### src/decode_pkg.sv
package decode_pkg;

    localparam int LANES      = 2;
    localparam int FIFO_DEPTH = 2;
    localparam int FIFO_PTR_W = $clog2(FIFO_DEPTH);
    localparam int FIFO_CNT_W = $clog2(FIFO_DEPTH + 1);

    // opcode patterns, matched against inst[31:15]
    localparam logic [16:0] OP_ADD_W   = 17'b00000000000100000;
    localparam logic [16:0] OP_SUB_W   = 17'b00000000000100010;
    localparam logic [16:0] OP_SLT     = 17'b00000000000100100;
    localparam logic [16:0] OP_AND     = 17'b00000000000101001;
    localparam logic [16:0] OP_OR      = 17'b00000000000101010;
    localparam logic [16:0] OP_XOR     = 17'b00000000000101011;
    localparam logic [16:0] OP_MUL_W   = 17'b00000000000111000;
    localparam logic [16:0] OP_DIV_W   = 17'b00000000001000000;
    localparam logic [16:0] OP_ADDI_W  = 17'b0000001010???????;
    localparam logic [16:0] OP_ANDI    = 17'b0000001101???????;
    localparam logic [16:0] OP_ORI     = 17'b0000001110???????;
    localparam logic [16:0] OP_LD_W    = 17'b0010100010???????;
    localparam logic [16:0] OP_ST_W    = 17'b0010100110???????;
    localparam logic [16:0] OP_LU12I_W = 17'b0001010??????????;
    localparam logic [16:0] OP_JIRL    = 17'b010011???????????;
    localparam logic [16:0] OP_B       = 17'b010100???????????;
    localparam logic [16:0] OP_BL      = 17'b010101???????????;
    localparam logic [16:0] OP_BEQ     = 17'b010110???????????;
    localparam logic [16:0] OP_BNE     = 17'b010111???????????;

    typedef struct packed {
        logic [16:0] opcode;
        logic [4:0]  rk;
        logic [4:0]  rj;
        logic [4:0]  rd;
    } inst_rr_t;

    typedef struct packed {
        logic [5:0]  opcode;
        logic [15:0] imm16;   // si12/ui12 sit in the low bits
        logic [4:0]  rj;
        logic [4:0]  rd;
    } inst_imm_t;

    typedef union packed {
        inst_rr_t  rr;
        inst_imm_t imm;
    } inst_word_u;

    typedef enum logic [2:0] {REG_NONE, REG_RD, REG_RJ, REG_RK, REG_IMM, REG_ZERO} reg_src_e;
    typedef enum logic [1:0] {DST_NONE, DST_RD, DST_R1} reg_dst_e;
    typedef enum logic [1:0] {IMM_NONE, IMM_SI12, IMM_UI12, IMM_SI20_SL12} imm_kind_e;
    typedef enum logic [1:0] {ADDR_NONE, ADDR_OFF16_SL2, ADDR_OFF26_SL2} addr_kind_e;
    typedef enum logic [1:0] {UNIT_ALU, UNIT_MDU, UNIT_LSU, UNIT_BRANCH} unit_e;

    typedef struct packed {
        inst_word_u inst;
        reg_src_e   src0;
        reg_src_e   src1;
        reg_dst_e   dst;
        imm_kind_e  imm_kind;
        addr_kind_e addr_kind;
        unit_e      unit;
        logic       store;
    } decode_info_t;

    typedef struct packed {
        logic [LANES-1:0]        mask;
        logic [LANES-1:0][31:0]  pc;
        inst_word_u [LANES-1:0]  insts;
    } f_d_pkg_t;

    typedef struct packed {
        logic [LANES-1:0]          r_valid;
        logic [LANES-1:0][31:0]    pc;
        logic [2*LANES-1:0][4:0]   r_arfid;   // two read ports per lane
        logic [LANES-1:0][4:0]     w_arfid;
        logic [2*LANES-1:0]        reg_need;
        logic [2*LANES-1:0]        use_imm;
        logic [LANES-1:0]          w_reg;
        logic [LANES-1:0]          w_mem;
        unit_e [LANES-1:0]         unit;
        logic [LANES-1:0][31:0]    data_imm;
        logic [LANES-1:0][31:0]    addr_imm;
    } d_r_pkg_t;

endpackage

### src/basic_decoder.sv
`timescale 1ns/1ps

module basic_decoder (
    input  decode_pkg::inst_word_u   ins_i,
    output decode_pkg::decode_info_t decode_info_o
);
    import decode_pkg::*;

    always_comb begin
        // nop info unless a pattern below matches
        decode_info_o.inst      = ins_i;
        decode_info_o.src0      = REG_NONE;
        decode_info_o.src1      = REG_NONE;
        decode_info_o.dst       = DST_NONE;
        decode_info_o.imm_kind  = IMM_NONE;
        decode_info_o.addr_kind = ADDR_NONE;
        decode_info_o.unit      = UNIT_ALU;
        decode_info_o.store     = 1'b0;

        unique casez (ins_i.rr.opcode)
            OP_ADD_W, OP_SUB_W, OP_SLT, OP_AND, OP_OR, OP_XOR: begin
                decode_info_o.src0 = REG_RJ;
                decode_info_o.src1 = REG_RK;
                decode_info_o.dst  = DST_RD;
            end
            OP_MUL_W, OP_DIV_W: begin
                decode_info_o.src0 = REG_RJ;
                decode_info_o.src1 = REG_RK;
                decode_info_o.dst  = DST_RD;
                decode_info_o.unit = UNIT_MDU;
            end
            OP_ADDI_W: begin
                decode_info_o.src0     = REG_RJ;
                decode_info_o.src1     = REG_IMM;
                decode_info_o.dst      = DST_RD;
                decode_info_o.imm_kind = IMM_SI12;
            end
            OP_ANDI, OP_ORI: begin
                decode_info_o.src0     = REG_RJ;
                decode_info_o.src1     = REG_IMM;
                decode_info_o.dst      = DST_RD;
                decode_info_o.imm_kind = IMM_UI12;   // logical ops zero-extend
            end
            OP_LU12I_W: begin
                decode_info_o.src0     = REG_ZERO;
                decode_info_o.src1     = REG_IMM;
                decode_info_o.dst      = DST_RD;
                decode_info_o.imm_kind = IMM_SI20_SL12;
            end
            OP_LD_W: begin
                decode_info_o.src0     = REG_RJ;
                decode_info_o.src1     = REG_IMM;
                decode_info_o.dst      = DST_RD;
                decode_info_o.imm_kind = IMM_SI12;
                decode_info_o.unit     = UNIT_LSU;
            end
            OP_ST_W: begin
                decode_info_o.src0     = REG_RJ;
                decode_info_o.src1     = REG_RD;   // store data comes from rd
                decode_info_o.imm_kind = IMM_SI12;
                decode_info_o.unit     = UNIT_LSU;
                decode_info_o.store    = 1'b1;
            end
            OP_BEQ, OP_BNE: begin
                decode_info_o.src0      = REG_RJ;
                decode_info_o.src1      = REG_RD;
                decode_info_o.addr_kind = ADDR_OFF16_SL2;
                decode_info_o.unit      = UNIT_BRANCH;
            end
            OP_JIRL: begin
                decode_info_o.src0      = REG_RJ;
                decode_info_o.dst       = DST_RD;   // link register
                decode_info_o.addr_kind = ADDR_OFF16_SL2;
                decode_info_o.unit      = UNIT_BRANCH;
            end
            OP_B: begin
                decode_info_o.addr_kind = ADDR_OFF26_SL2;
                decode_info_o.unit      = UNIT_BRANCH;
            end
            OP_BL: begin
                decode_info_o.dst       = DST_R1;
                decode_info_o.addr_kind = ADDR_OFF26_SL2;
                decode_info_o.unit      = UNIT_BRANCH;
            end
            default: ;
        endcase
    end

endmodule

### src/imm_extract.sv
`timescale 1ns/1ps

module imm_extract (
    input  decode_pkg::inst_word_u ins_i,
    input  decode_pkg::imm_kind_e  imm_kind_i,
    input  decode_pkg::addr_kind_e addr_kind_i,
    output logic [31:0]            data_imm_o,
    output logic [31:0]            addr_imm_o
);
    import decode_pkg::*;

    logic [15:0] imm16;
    logic [11:0] imm12;
    logic [19:0] imm20;
    logic [25:0] offs26;

    assign imm16  = ins_i.imm.imm16;
    assign imm12  = imm16[11:0];                          // inst[21:10]
    assign imm20  = {imm16[14:0], ins_i.imm.rj};          // inst[24:5]
    // offs[25:16] lives in inst[9:0]
    assign offs26 = {ins_i.imm.rj, ins_i.imm.rd, imm16};

    always_comb begin
        case (imm_kind_i)
            IMM_SI12:      data_imm_o = {{20{imm12[11]}}, imm12};
            IMM_UI12:      data_imm_o = {20'b0, imm12};
            IMM_SI20_SL12: data_imm_o = {imm20, 12'b0};
            default:       data_imm_o = '0;
        endcase
    end

    always_comb begin
        case (addr_kind_i)
            ADDR_OFF16_SL2: addr_imm_o = {{14{imm16[15]}}, imm16, 2'b00};
            ADDR_OFF26_SL2: addr_imm_o = {{4{offs26[25]}}, offs26, 2'b00};
            default:        addr_imm_o = '0;
        endcase
    end

endmodule

### src/decoder.sv
`timescale 1ns/1ps

// combinational; the stage register is the queue in front
module decoder (
    input  logic                 receiver_valid_i,
    output logic                 receiver_ready_o,
    input  decode_pkg::f_d_pkg_t receiver_pkg_i,
    output logic                 sender_valid_o,
    input  logic                 sender_ready_i,
    output decode_pkg::d_r_pkg_t sender_pkg_o
);
    import decode_pkg::*;

    decode_info_t [LANES-1:0] infos;
    logic [LANES-1:0][31:0]   data_imm;
    logic [LANES-1:0][31:0]   addr_imm;

    // index 0 whenever the source is not a register field
    function automatic logic [4:0] src_index(input reg_src_e src, input inst_word_u ins);
        case (src)
            REG_RD:  return ins.rr.rd;
            REG_RJ:  return ins.rr.rj;
            REG_RK:  return ins.rr.rk;
            default: return 5'd0;
        endcase
    endfunction

    function automatic logic needs_reg(input reg_src_e src);
        return src == REG_RD || src == REG_RJ || src == REG_RK;
    endfunction

    assign sender_valid_o   = receiver_valid_i;   // only data changes here
    assign receiver_ready_o = sender_ready_i;

    for (genvar i = 0; i < LANES; i++) begin : g_lane
        basic_decoder u_basic_decoder (
            .ins_i         (receiver_pkg_i.insts[i]),
            .decode_info_o (infos[i])
        );

        imm_extract u_imm_extract (
            .ins_i       (infos[i].inst),
            .imm_kind_i  (infos[i].imm_kind),
            .addr_kind_i (infos[i].addr_kind),
            .data_imm_o  (data_imm[i]),
            .addr_imm_o  (addr_imm[i])
        );

        // the link to r1 must come from a bl word, not some other encoding
        always_comb begin : chk_r1_link
            a_r1_only_bl: assert final (infos[i].dst != DST_R1 ||
                                        infos[i].inst.rr.opcode ==? OP_BL)
                else $error("lane %0d writes r1 from a non-bl word", i);
        end
    end

    always_comb begin
        sender_pkg_o.r_valid = receiver_pkg_i.mask;
        sender_pkg_o.pc      = receiver_pkg_i.pc;
        for (int i = 0; i < LANES; i++) begin
            sender_pkg_o.r_arfid[2*i]    = src_index(infos[i].src0, infos[i].inst);
            sender_pkg_o.r_arfid[2*i+1]  = src_index(infos[i].src1, infos[i].inst);
            sender_pkg_o.reg_need[2*i]   = needs_reg(infos[i].src0);
            sender_pkg_o.reg_need[2*i+1] = needs_reg(infos[i].src1);
            sender_pkg_o.use_imm[2*i]    = infos[i].src0 == REG_IMM;
            sender_pkg_o.use_imm[2*i+1]  = infos[i].src1 == REG_IMM;

            case (infos[i].dst)
                DST_RD:  sender_pkg_o.w_arfid[i] = infos[i].inst.rr.rd;
                DST_R1:  sender_pkg_o.w_arfid[i] = 5'd1;   // bl only
                default: sender_pkg_o.w_arfid[i] = 5'd0;
            endcase
            sender_pkg_o.w_reg[i]    = infos[i].dst != DST_NONE;
            sender_pkg_o.w_mem[i]    = infos[i].store;
            sender_pkg_o.unit[i]     = infos[i].unit;
            sender_pkg_o.data_imm[i] = data_imm[i];
            sender_pkg_o.addr_imm[i] = addr_imm[i];
        end
    end

endmodule

### src/decode_fifo.sv
`timescale 1ns/1ps

module decode_fifo (
    input  logic                 clk,
    input  logic                 reset_i,
    input  logic                 push_valid_i,
    output logic                 push_ready_o,
    input  decode_pkg::f_d_pkg_t push_pkg_i,
    output logic                 pop_valid_o,
    input  logic                 pop_ready_i,
    output decode_pkg::f_d_pkg_t pop_pkg_o
);
    import decode_pkg::*;

    f_d_pkg_t              mem [FIFO_DEPTH];
    logic [FIFO_PTR_W-1:0] wr_ptr;
    logic [FIFO_PTR_W-1:0] rd_ptr;
    logic [FIFO_CNT_W-1:0] count;
    logic                  full;
    logic                  push_fire;
    logic                  pop_fire;

    function automatic logic [FIFO_PTR_W-1:0] next_ptr(input logic [FIFO_PTR_W-1:0] ptr);
        if (ptr == FIFO_PTR_W'(FIFO_DEPTH - 1)) begin
            return '0;
        end
        return ptr + 1'b1;
    endfunction

    assign full         = count == FIFO_CNT_W'(FIFO_DEPTH);
    assign pop_valid_o  = count != '0;
    assign push_ready_o = !full || pop_ready_i;   // pop frees a slot this cycle
    assign pop_pkg_o    = mem[rd_ptr];
    assign push_fire    = push_valid_i && push_ready_o;
    assign pop_fire     = pop_valid_o && pop_ready_i;

    always_ff @(posedge clk) begin
        if (push_fire) begin
            mem[wr_ptr] <= push_pkg_i;
        end
    end

    always_ff @(posedge clk) begin
        if (reset_i) begin
            wr_ptr <= '0;
            rd_ptr <= '0;
            count  <= '0;
        end else begin
            if (push_fire) wr_ptr <= next_ptr(wr_ptr);
            if (pop_fire) rd_ptr <= next_ptr(rd_ptr);
            case ({push_fire, pop_fire})
                2'b10:   count <= count + 1'b1;
                2'b01:   count <= count - 1'b1;
                default: count <= count;   // both or neither
            endcase
        end
    end

    a_count_bound: assert property (@(posedge clk) disable iff (reset_i)
        count <= FIFO_CNT_W'(FIFO_DEPTH));

    // stalled head must not change under the consumer
    a_head_stable: assert property (@(posedge clk) disable iff (reset_i)
        pop_valid_o && !pop_ready_i |=> pop_valid_o && $stable(pop_pkg_o));

endmodule

### src/decode_top.sv
`timescale 1ns/1ps

module decode_top (
    input  logic                 clk,
    input  logic                 reset_i,
    input  logic                 f_valid_i,
    output logic                 f_ready_o,
    input  decode_pkg::f_d_pkg_t f_pkg_i,
    output logic                 d_valid_o,
    input  logic                 d_ready_i,
    output decode_pkg::d_r_pkg_t d_pkg_o
);
    import decode_pkg::*;

    logic     q_valid;
    logic     q_ready;
    f_d_pkg_t q_pkg;   // buffered fetch packet

    decode_fifo u_decode_fifo (
        .clk          (clk),
        .reset_i      (reset_i),
        .push_valid_i (f_valid_i),
        .push_ready_o (f_ready_o),
        .push_pkg_i   (f_pkg_i),
        .pop_valid_o  (q_valid),
        .pop_ready_i  (q_ready),
        .pop_pkg_o    (q_pkg)
    );

    decoder u_decoder (
        .receiver_valid_i (q_valid),
        .receiver_ready_o (q_ready),
        .receiver_pkg_i   (q_pkg),
        .sender_valid_o   (d_valid_o),
        .sender_ready_i   (d_ready_i),
        .sender_pkg_o     (d_pkg_o)
    );

endmodule

### config.mk
export PLATFORM = sky130hd
export DESIGN_NAME = decode_top
export DESIGN_NICKNAME = d
export VERILOG_FILES = /design/src/decode_pkg.sv /design/src/basic_decoder.sv /design/src/imm_extract.sv /design/src/decoder.sv /design/src/decode_fifo.sv /design/src/decode_top.sv
export SDC_FILE = /design/constraint.sdc
export NUM_CORES = 1
export LEC_CHECK = 0
export BUFFER_PORTS_ARGS = -buffer_cell sky130_fd_sc_hd__buf_2
export CAP_MARGIN = 20
export CORE_UTILIZATION = 40
export DETAILED_ROUTE_END_ITERATION = 8
export SETUP_SLACK_MARGIN = 0.05
export SLEW_MARGIN = 20
export SYNTH_ARGS = -nofsm -noshare
export SYNTH_HDL_FRONTEND = slang
export SYNTH_SLANG_ARGS = --single-unit
### constraint.sdc
create_clock -name clk -period 10.2 [get_ports clk]
set_clock_uncertainty 0.15 [all_clocks]
set_input_delay 2.04 -clock clk [delete_from_list [all_inputs] [get_ports clk]]
set_output_delay 2.04 -clock clk [all_outputs]
set_load 0.05 [all_outputs]
# Word-level counts from Yosys, hierarchy flattened
# Memory sizes are Yosys's and may differ from the RTL's. A register that Yosys moved wholly into a read port is not among the register bits.
# Cells that the tools add are included.
# classes
addsub,4
n_eq_ne,71
mux,39
n_reduce_logical,40
# ops
op,n
17-bit by 6-bit == test with 1-bit output (second input constant),14
32-bit case mux with 3 select lines,2
32-bit case mux with 2 select lines,2
10-bit by 4-bit == test with 1-bit output (second input constant),6
6-bit by 5-bit == test with 1-bit output (second input constant),10
5-bit case mux with 3 select lines,4
10-bit by 8-bit == test with 1-bit output (second input constant),4
17-bit by 7-bit == test with 1-bit output (second input constant),2
16-bit OR reduction,2
14-bit OR reduction,2
3-bit by 2-bit == test with 1-bit output (second input constant),8
2-bit case mux with 3 select lines,4
2-bit == test (second input constant),10
2-bit case mux with 2 select lines,5
5-bit case mux with 2 select lines,2
5-bit OR reduction,4
3-bit case mux with 3 select lines,2
3-bit OR reduction,6
1-bit 2-to-1 mux,16
2-bit OR reduction,8
8-bit OR reduction,2
2-bit by 1-bit == test with 1-bit output (second input constant),7
7-bit by 4-bit == test with 1-bit output (second input constant),2
3-bit by 1-bit == test with 1-bit output (second input constant),4
9 further kinds,26
# totals
register_bits,4
ram_bits,260
input_bits,134
word_cells,158
memories,1
# memory_table
name,depth,word_bits,read_ports,rd_clocked_by_memory_dff,write_ports,line,source
u_decode_fifo.mem,2,130,1,1,1,decode_fifo.sv:15,f_d_pkg_t mem [FIFO_DEPTH];

# Logic depth before layout (Yosys ltp)
# depth
ltp_word,7
ltp_mapped,14
mapped_depth_nobuf,9

# Modules after synthesis
# Synthesis repeated with hierarchy kept, for this count alone.
# hier_totals
cells_unflattened,1000
area_unflattened_um2,13519.2
# modules_own_cells
module,n_inst,cells_per_inst,area_each_um2
decode_fifo,1,428,9605.5
imm_extract,2,112,700.7
decoder,1,174,1258.7
basic_decoder,2,87,626.9

# Worst setup path before layout
# Ideal clock, no wire load.
# synth_path
path_type,input-to-reg
from,input port d_ready_i
to,memory u_decode_fifo.mem[0][0] (netlist bit) (enable)
setup_time_ns,0.621
arrival_ns,8.069
path_slack_ns,1.360
stages,4
cell_sequence,nor2_1 > nand2_1 > nand2_1 > nor2_1
# synth_via
elab_chain_len,4
# synth_rtl
item,line,source
"start, declared",decode_top.sv:10,"input logic d_ready_i,"
1-bit logical OR,decode_fifo.sv:32,assign push_ready_o = !full || pop_ready_i;
net f_ready_o,decode_top.sv:7,"output logic f_ready_o,"
1-bit logical AND,decode_fifo.sv:34,assign push_fire = push_valid_i && push_ready_o;
1-bit 2-to-1 mux,decode_fifo.sv:38,if (push_fire) begin
1-bit 2-to-1 mux (implied by the code),decode_fifo.sv:39,mem[wr_ptr] <= push_pkg_i;
"end, declared",decode_fifo.sv:15,
# The timed path passes the listed nets, and every way through them passes these cells.

==> summary.md <==
| Metric | Value |
|---|---|
| IO Count | `376` |
| Final Slew Violations | `0` |
| Clock root buffer | `clkbuf_16` |
| Hold-fix buffers, CTS | `0` |
| Worst Hold Margin | `between 300 and 400 ps` |
| # Max-Cap Violations | `0` |
| Post-CTS Resized | `0` |
| Startpoint Class | `flip-flop` |
| Crit share post-route | `roughly 68%` |
| Max-slew headroom | `a little under a third` |
| Routed Antenna Nets | `0` |
| Adder-cell share of the synthesized area | `around 1.1%` |
| Buffers on Ports | `about 370` |
| Initial core utilization | `about two fifths` |
| Post-synthesis compound-gate area fraction | `between 7 and 8%` |
| Pwr/cell area | `between 200 and 250 nW/um^2` |
| Area growth from synthesis to layout | `24.4%` |
| Status | `completed` |
| CTS clk-pin slew, worst paths | `around 60 ps` |
| Worst Tran Pin Value | `about 1000 ps` |
| Routability cong. | `0.842` |
| Reg2reg start | `u_decode_fifo.count[0]` |
| Layout cells sized above 1 | `43.2%` |
| Detailed placement HPWL | `21,200 um` |
| Worst EP arrival | `4720 ps` |
| Mapped cell area | `about 12,000 sq um` |
| DR vias/cell | `approximately 5` |
| Postcts setup bufs | `0` |
| Destination of the worst hold path | `u_decode_fifo.count[1]` |
| Reg2Reg Depth | `5` |
| Num CTS Buffers | `28` |
| Overall Global Routing Usage | `18.7%` |
| Die X | `176 um` |
| Core area | `about 30,000 sq um` |
| Final-report hold violation count | `0` |
| Nets | `1,355` |
| Number of flops mapped to enable cells by yosys | `260` |
| Hold Path Origin | `u_decode_fifo.count[1]` |
| Syn. warnings | `0` |
| Antenna violations before repair | `9` |
| Clock Latency Late Sink | `560 ps` |
| H-tree Lvls | `1` |
| TritonCTS clock tree | `yes` |
| Achievable Freq | `approximately 140 MHz` |
| R2r endpoint | `u_decode_fifo.mem[0][55]` |
| Finished Core Util | `50.6%` |
| Peak VDD IR | `roughly 0.16 mV` |
| Min Tclk post-route | `just under 7000 ps` |
| Vias | `around 8,300` |
| Post-synthesis mux area share | `between 10% and 20%` |
| Setup-failing EPs final | `0` |
| Drt pass-1 iters | `5` |
| DIE AREA | `30,800 sq um` |
| Setup CP Type | `flip-flop to primary output` |
| Seq cells post-synth | `265` |
| R2R setup slack | `7530 ps` |
| Library cells used by synthesis | `72` |
| Final total power | `around 3500 uW` |
| Post-route setup TNS | `0 ps` |
| Syn_area_per_cell | `about 14 sq um` |
| Largest net degree at the start of global routing | `89` |
| Std-Cell Rows | `63` |
| Post-synth ARST share | `0%` |
| Global-route wire length before repair | `roughly 45,000 um` |
| XOR/XNOR Fraction of Synth Area | `less than 1%` |
| Avg WL per Cell | `18.4 um` |
| Register area share after synthesis | `between 60% and 70%` |
| Mapped Cells | `between 800 and 900` |
| # clock sinks | `265` |
| Final WS setup | `between 3000 and 4000 ps` |
| Peak fanout along the critical path | `just under 90` |
| Clk buf depth | `3` |
| DR iter-0 viols | `441` |
| Simple-gate share of the synthesized area | `9.85%` |
| Critical Path RT | `8010 ps` |
| DR DRC count | `0` |
| Number of global-route vias before repair | `just over 8,000` |
| Dominant synthesized flop cell | `edfxtp_1` |
| DP Worst Slack | `around 3800 ps` |
| Remaining global-route overflow | `0` |
| Routed WL | `between 20,000 and 30,000 um` |
| LEAKAGE | `0.00596 uW` |
| Cell count of the worst hold path | `2` |
| RSZ-0062 raised after global routing | `no` |
| CP endpoint kind | `primary output` |
| Hold Crit Class | `flip-flop to flip-flop` |
| Die H | `approximately 180 um` |
| Largest family of logic cells by synthesized area | `multiplexers` |
state kept, by name (all words and copies together), names as in the netlist, named ones only:
register and count:
u_decode_fifo.wr_ptr 1, u_decode_fifo.rd_ptr 1, u_decode_fifo.mem 260, u_decode_fifo.count 2
worst max-delay path by stage:
| stage | startpoint | endpoint | slack (ps) | cells past startpoint |
|---|---|---|---|---|
| final | flip-flop | d_pkg_o[153] | 3290 | 11 |
| after detailed placement | flip-flop | d_pkg_o[153] | 3800 | 11 |
| after floorplan | d_ready_i | u_decode_fifo.mem[0][0] | 1360 | 4 |
| after CTS | flip-flop | d_pkg_o[153] | 3200 | 11 |
| after global routing | flip-flop | d_pkg_o[151] | 2890 | 11 |
| after global placement | flip-flop | d_pkg_o[152] | 3860 | 11 |
placed cells by master (no fill, tap or decap), types with 7 or more instances in the layout:
| master | synthesis | layout |
|---|---|---|
| clkinv_2 | 0 | 7 |
| nor2b_1 | 7 | 7 |
| nor3_1 | 13 | 13 |
| nand3_1 | 8 | 8 |
| o22ai_1 | 7 | 7 |
| edfxtp_1 | 260 | 260 |
| nand2b_1 | 17 | 17 |
| nor2_1 | 90 | 88 |
| mux2i_1 | 43 | 43 |
| o21ai_0 | 43 | 43 |
| ha_1 | 11 | 11 |
| clkbuf_16 | 0 | 28 |
| nand2_1 | 52 | 52 |
| a21oi_1 | 31 | 31 |
| buf_2 | 8 | 369 |
| mux2_2 | 81 | 81 |
| clkinv_1 | 0 | 8 |
| and2_1 | 10 | 10 |
| inv_1 | 17 | 17 |
metal layers:
| layer | part of all wire, % | GRT usage (%) |
|---|---|---|
| met4 | 2.5 | 5.00 |
| met1 | 42 | 23.9 |
| met2 | 47 | 30.1 |
| met5 | 0.16 | 0 |
| met3 | 8.8 | 6.80 |
power breakdown:
group	switching (uW)	total (uW)	leakage (uW)	internal [uW]
sequential	90.1	1440	0.00248	1350
combinational	776	1100	0.00306	329
clock	405	935	0.000421	530
cell type report:
cell class              count  area (sq um)
clock buffers              32           716
repair buffers            375          1890
clock inverters            19           144
multi-input cells         523          3760
diodes                      6          15.0
well taps                 390           488
flip-flops and latches    265          7910
inverters                  17          63.8
fillers                  2663         14700
critical path: stages, from the launching register on:
cell and delay, ps:
dfxtp_4 1010, buf_4 810, mux2i_1 330, nor2b_1 230, nand3_1 100, or3_1 330
a21o_1 330, nand2_1 130, ha_1 240, nand2b_1 190, nor2_1 110, buf_2 270
synth_stat cells, types with 3 or more instances:
cell	instances	area (sq um)
dfxtp_1	5	100
a32o_1	5	50.1
mux2_2	81	912
a21oi_1	31	155
xor2_1	3	26.3
nand2_1	52	195
a21o_1	4	30.0
nand3_1	8	40.0
nor3_1	13	65.1
inv_1	17	63.8
mux2i_1	43	430
o22ai_1	7	43.8
nor4_2	4	50.1
nor2_1	90	338
clkbuf_1	10	37.5
ha_1	11	138
or3_1	4	25.0
a31oi_1	4	25.0
xnor2_1	3	26.3
buf_2	8	40.0
o21ai_0	43	215
buf_6	8	90.1
o32a_1	3	30.0
nand3b_1	3	22.5
mux2i_2	3	41.3
a21oi_2	5	43.8
nor3b_1	3	22.5
edfxtp_1	260	7810
nand2b_1	17	106
and2_1	10	62.6
nor2b_1	7	43.8
a21boi_0	3	22.5
a32oi_1	4	35.0
o21ai_1	3	15.0
buf_4	24	180
per-stage QoR:
stage | instances | cell area, sq um
4_1_cts | 1621 | 15000
2_1_floorplan | 856 | 12100
5_1_grt | 1622 | 15000
3_3_place_gp | 1570 | 14100
3_5_place_dp | 1570 | 14100
6_report | 1627 | 15000
logic make-up after synthesis:
kind of cell | after synthesis
multiplexers | 127
AO/OA/AOI/OAI | 138
adder cells (fa/ha/maj) | 11
AND/OR/NAND/NOR | 235
buffers and inverters | 68
XOR/XNOR | 6
flip-flops | 265
other | 1
Power figures use the tool's default switching activity.
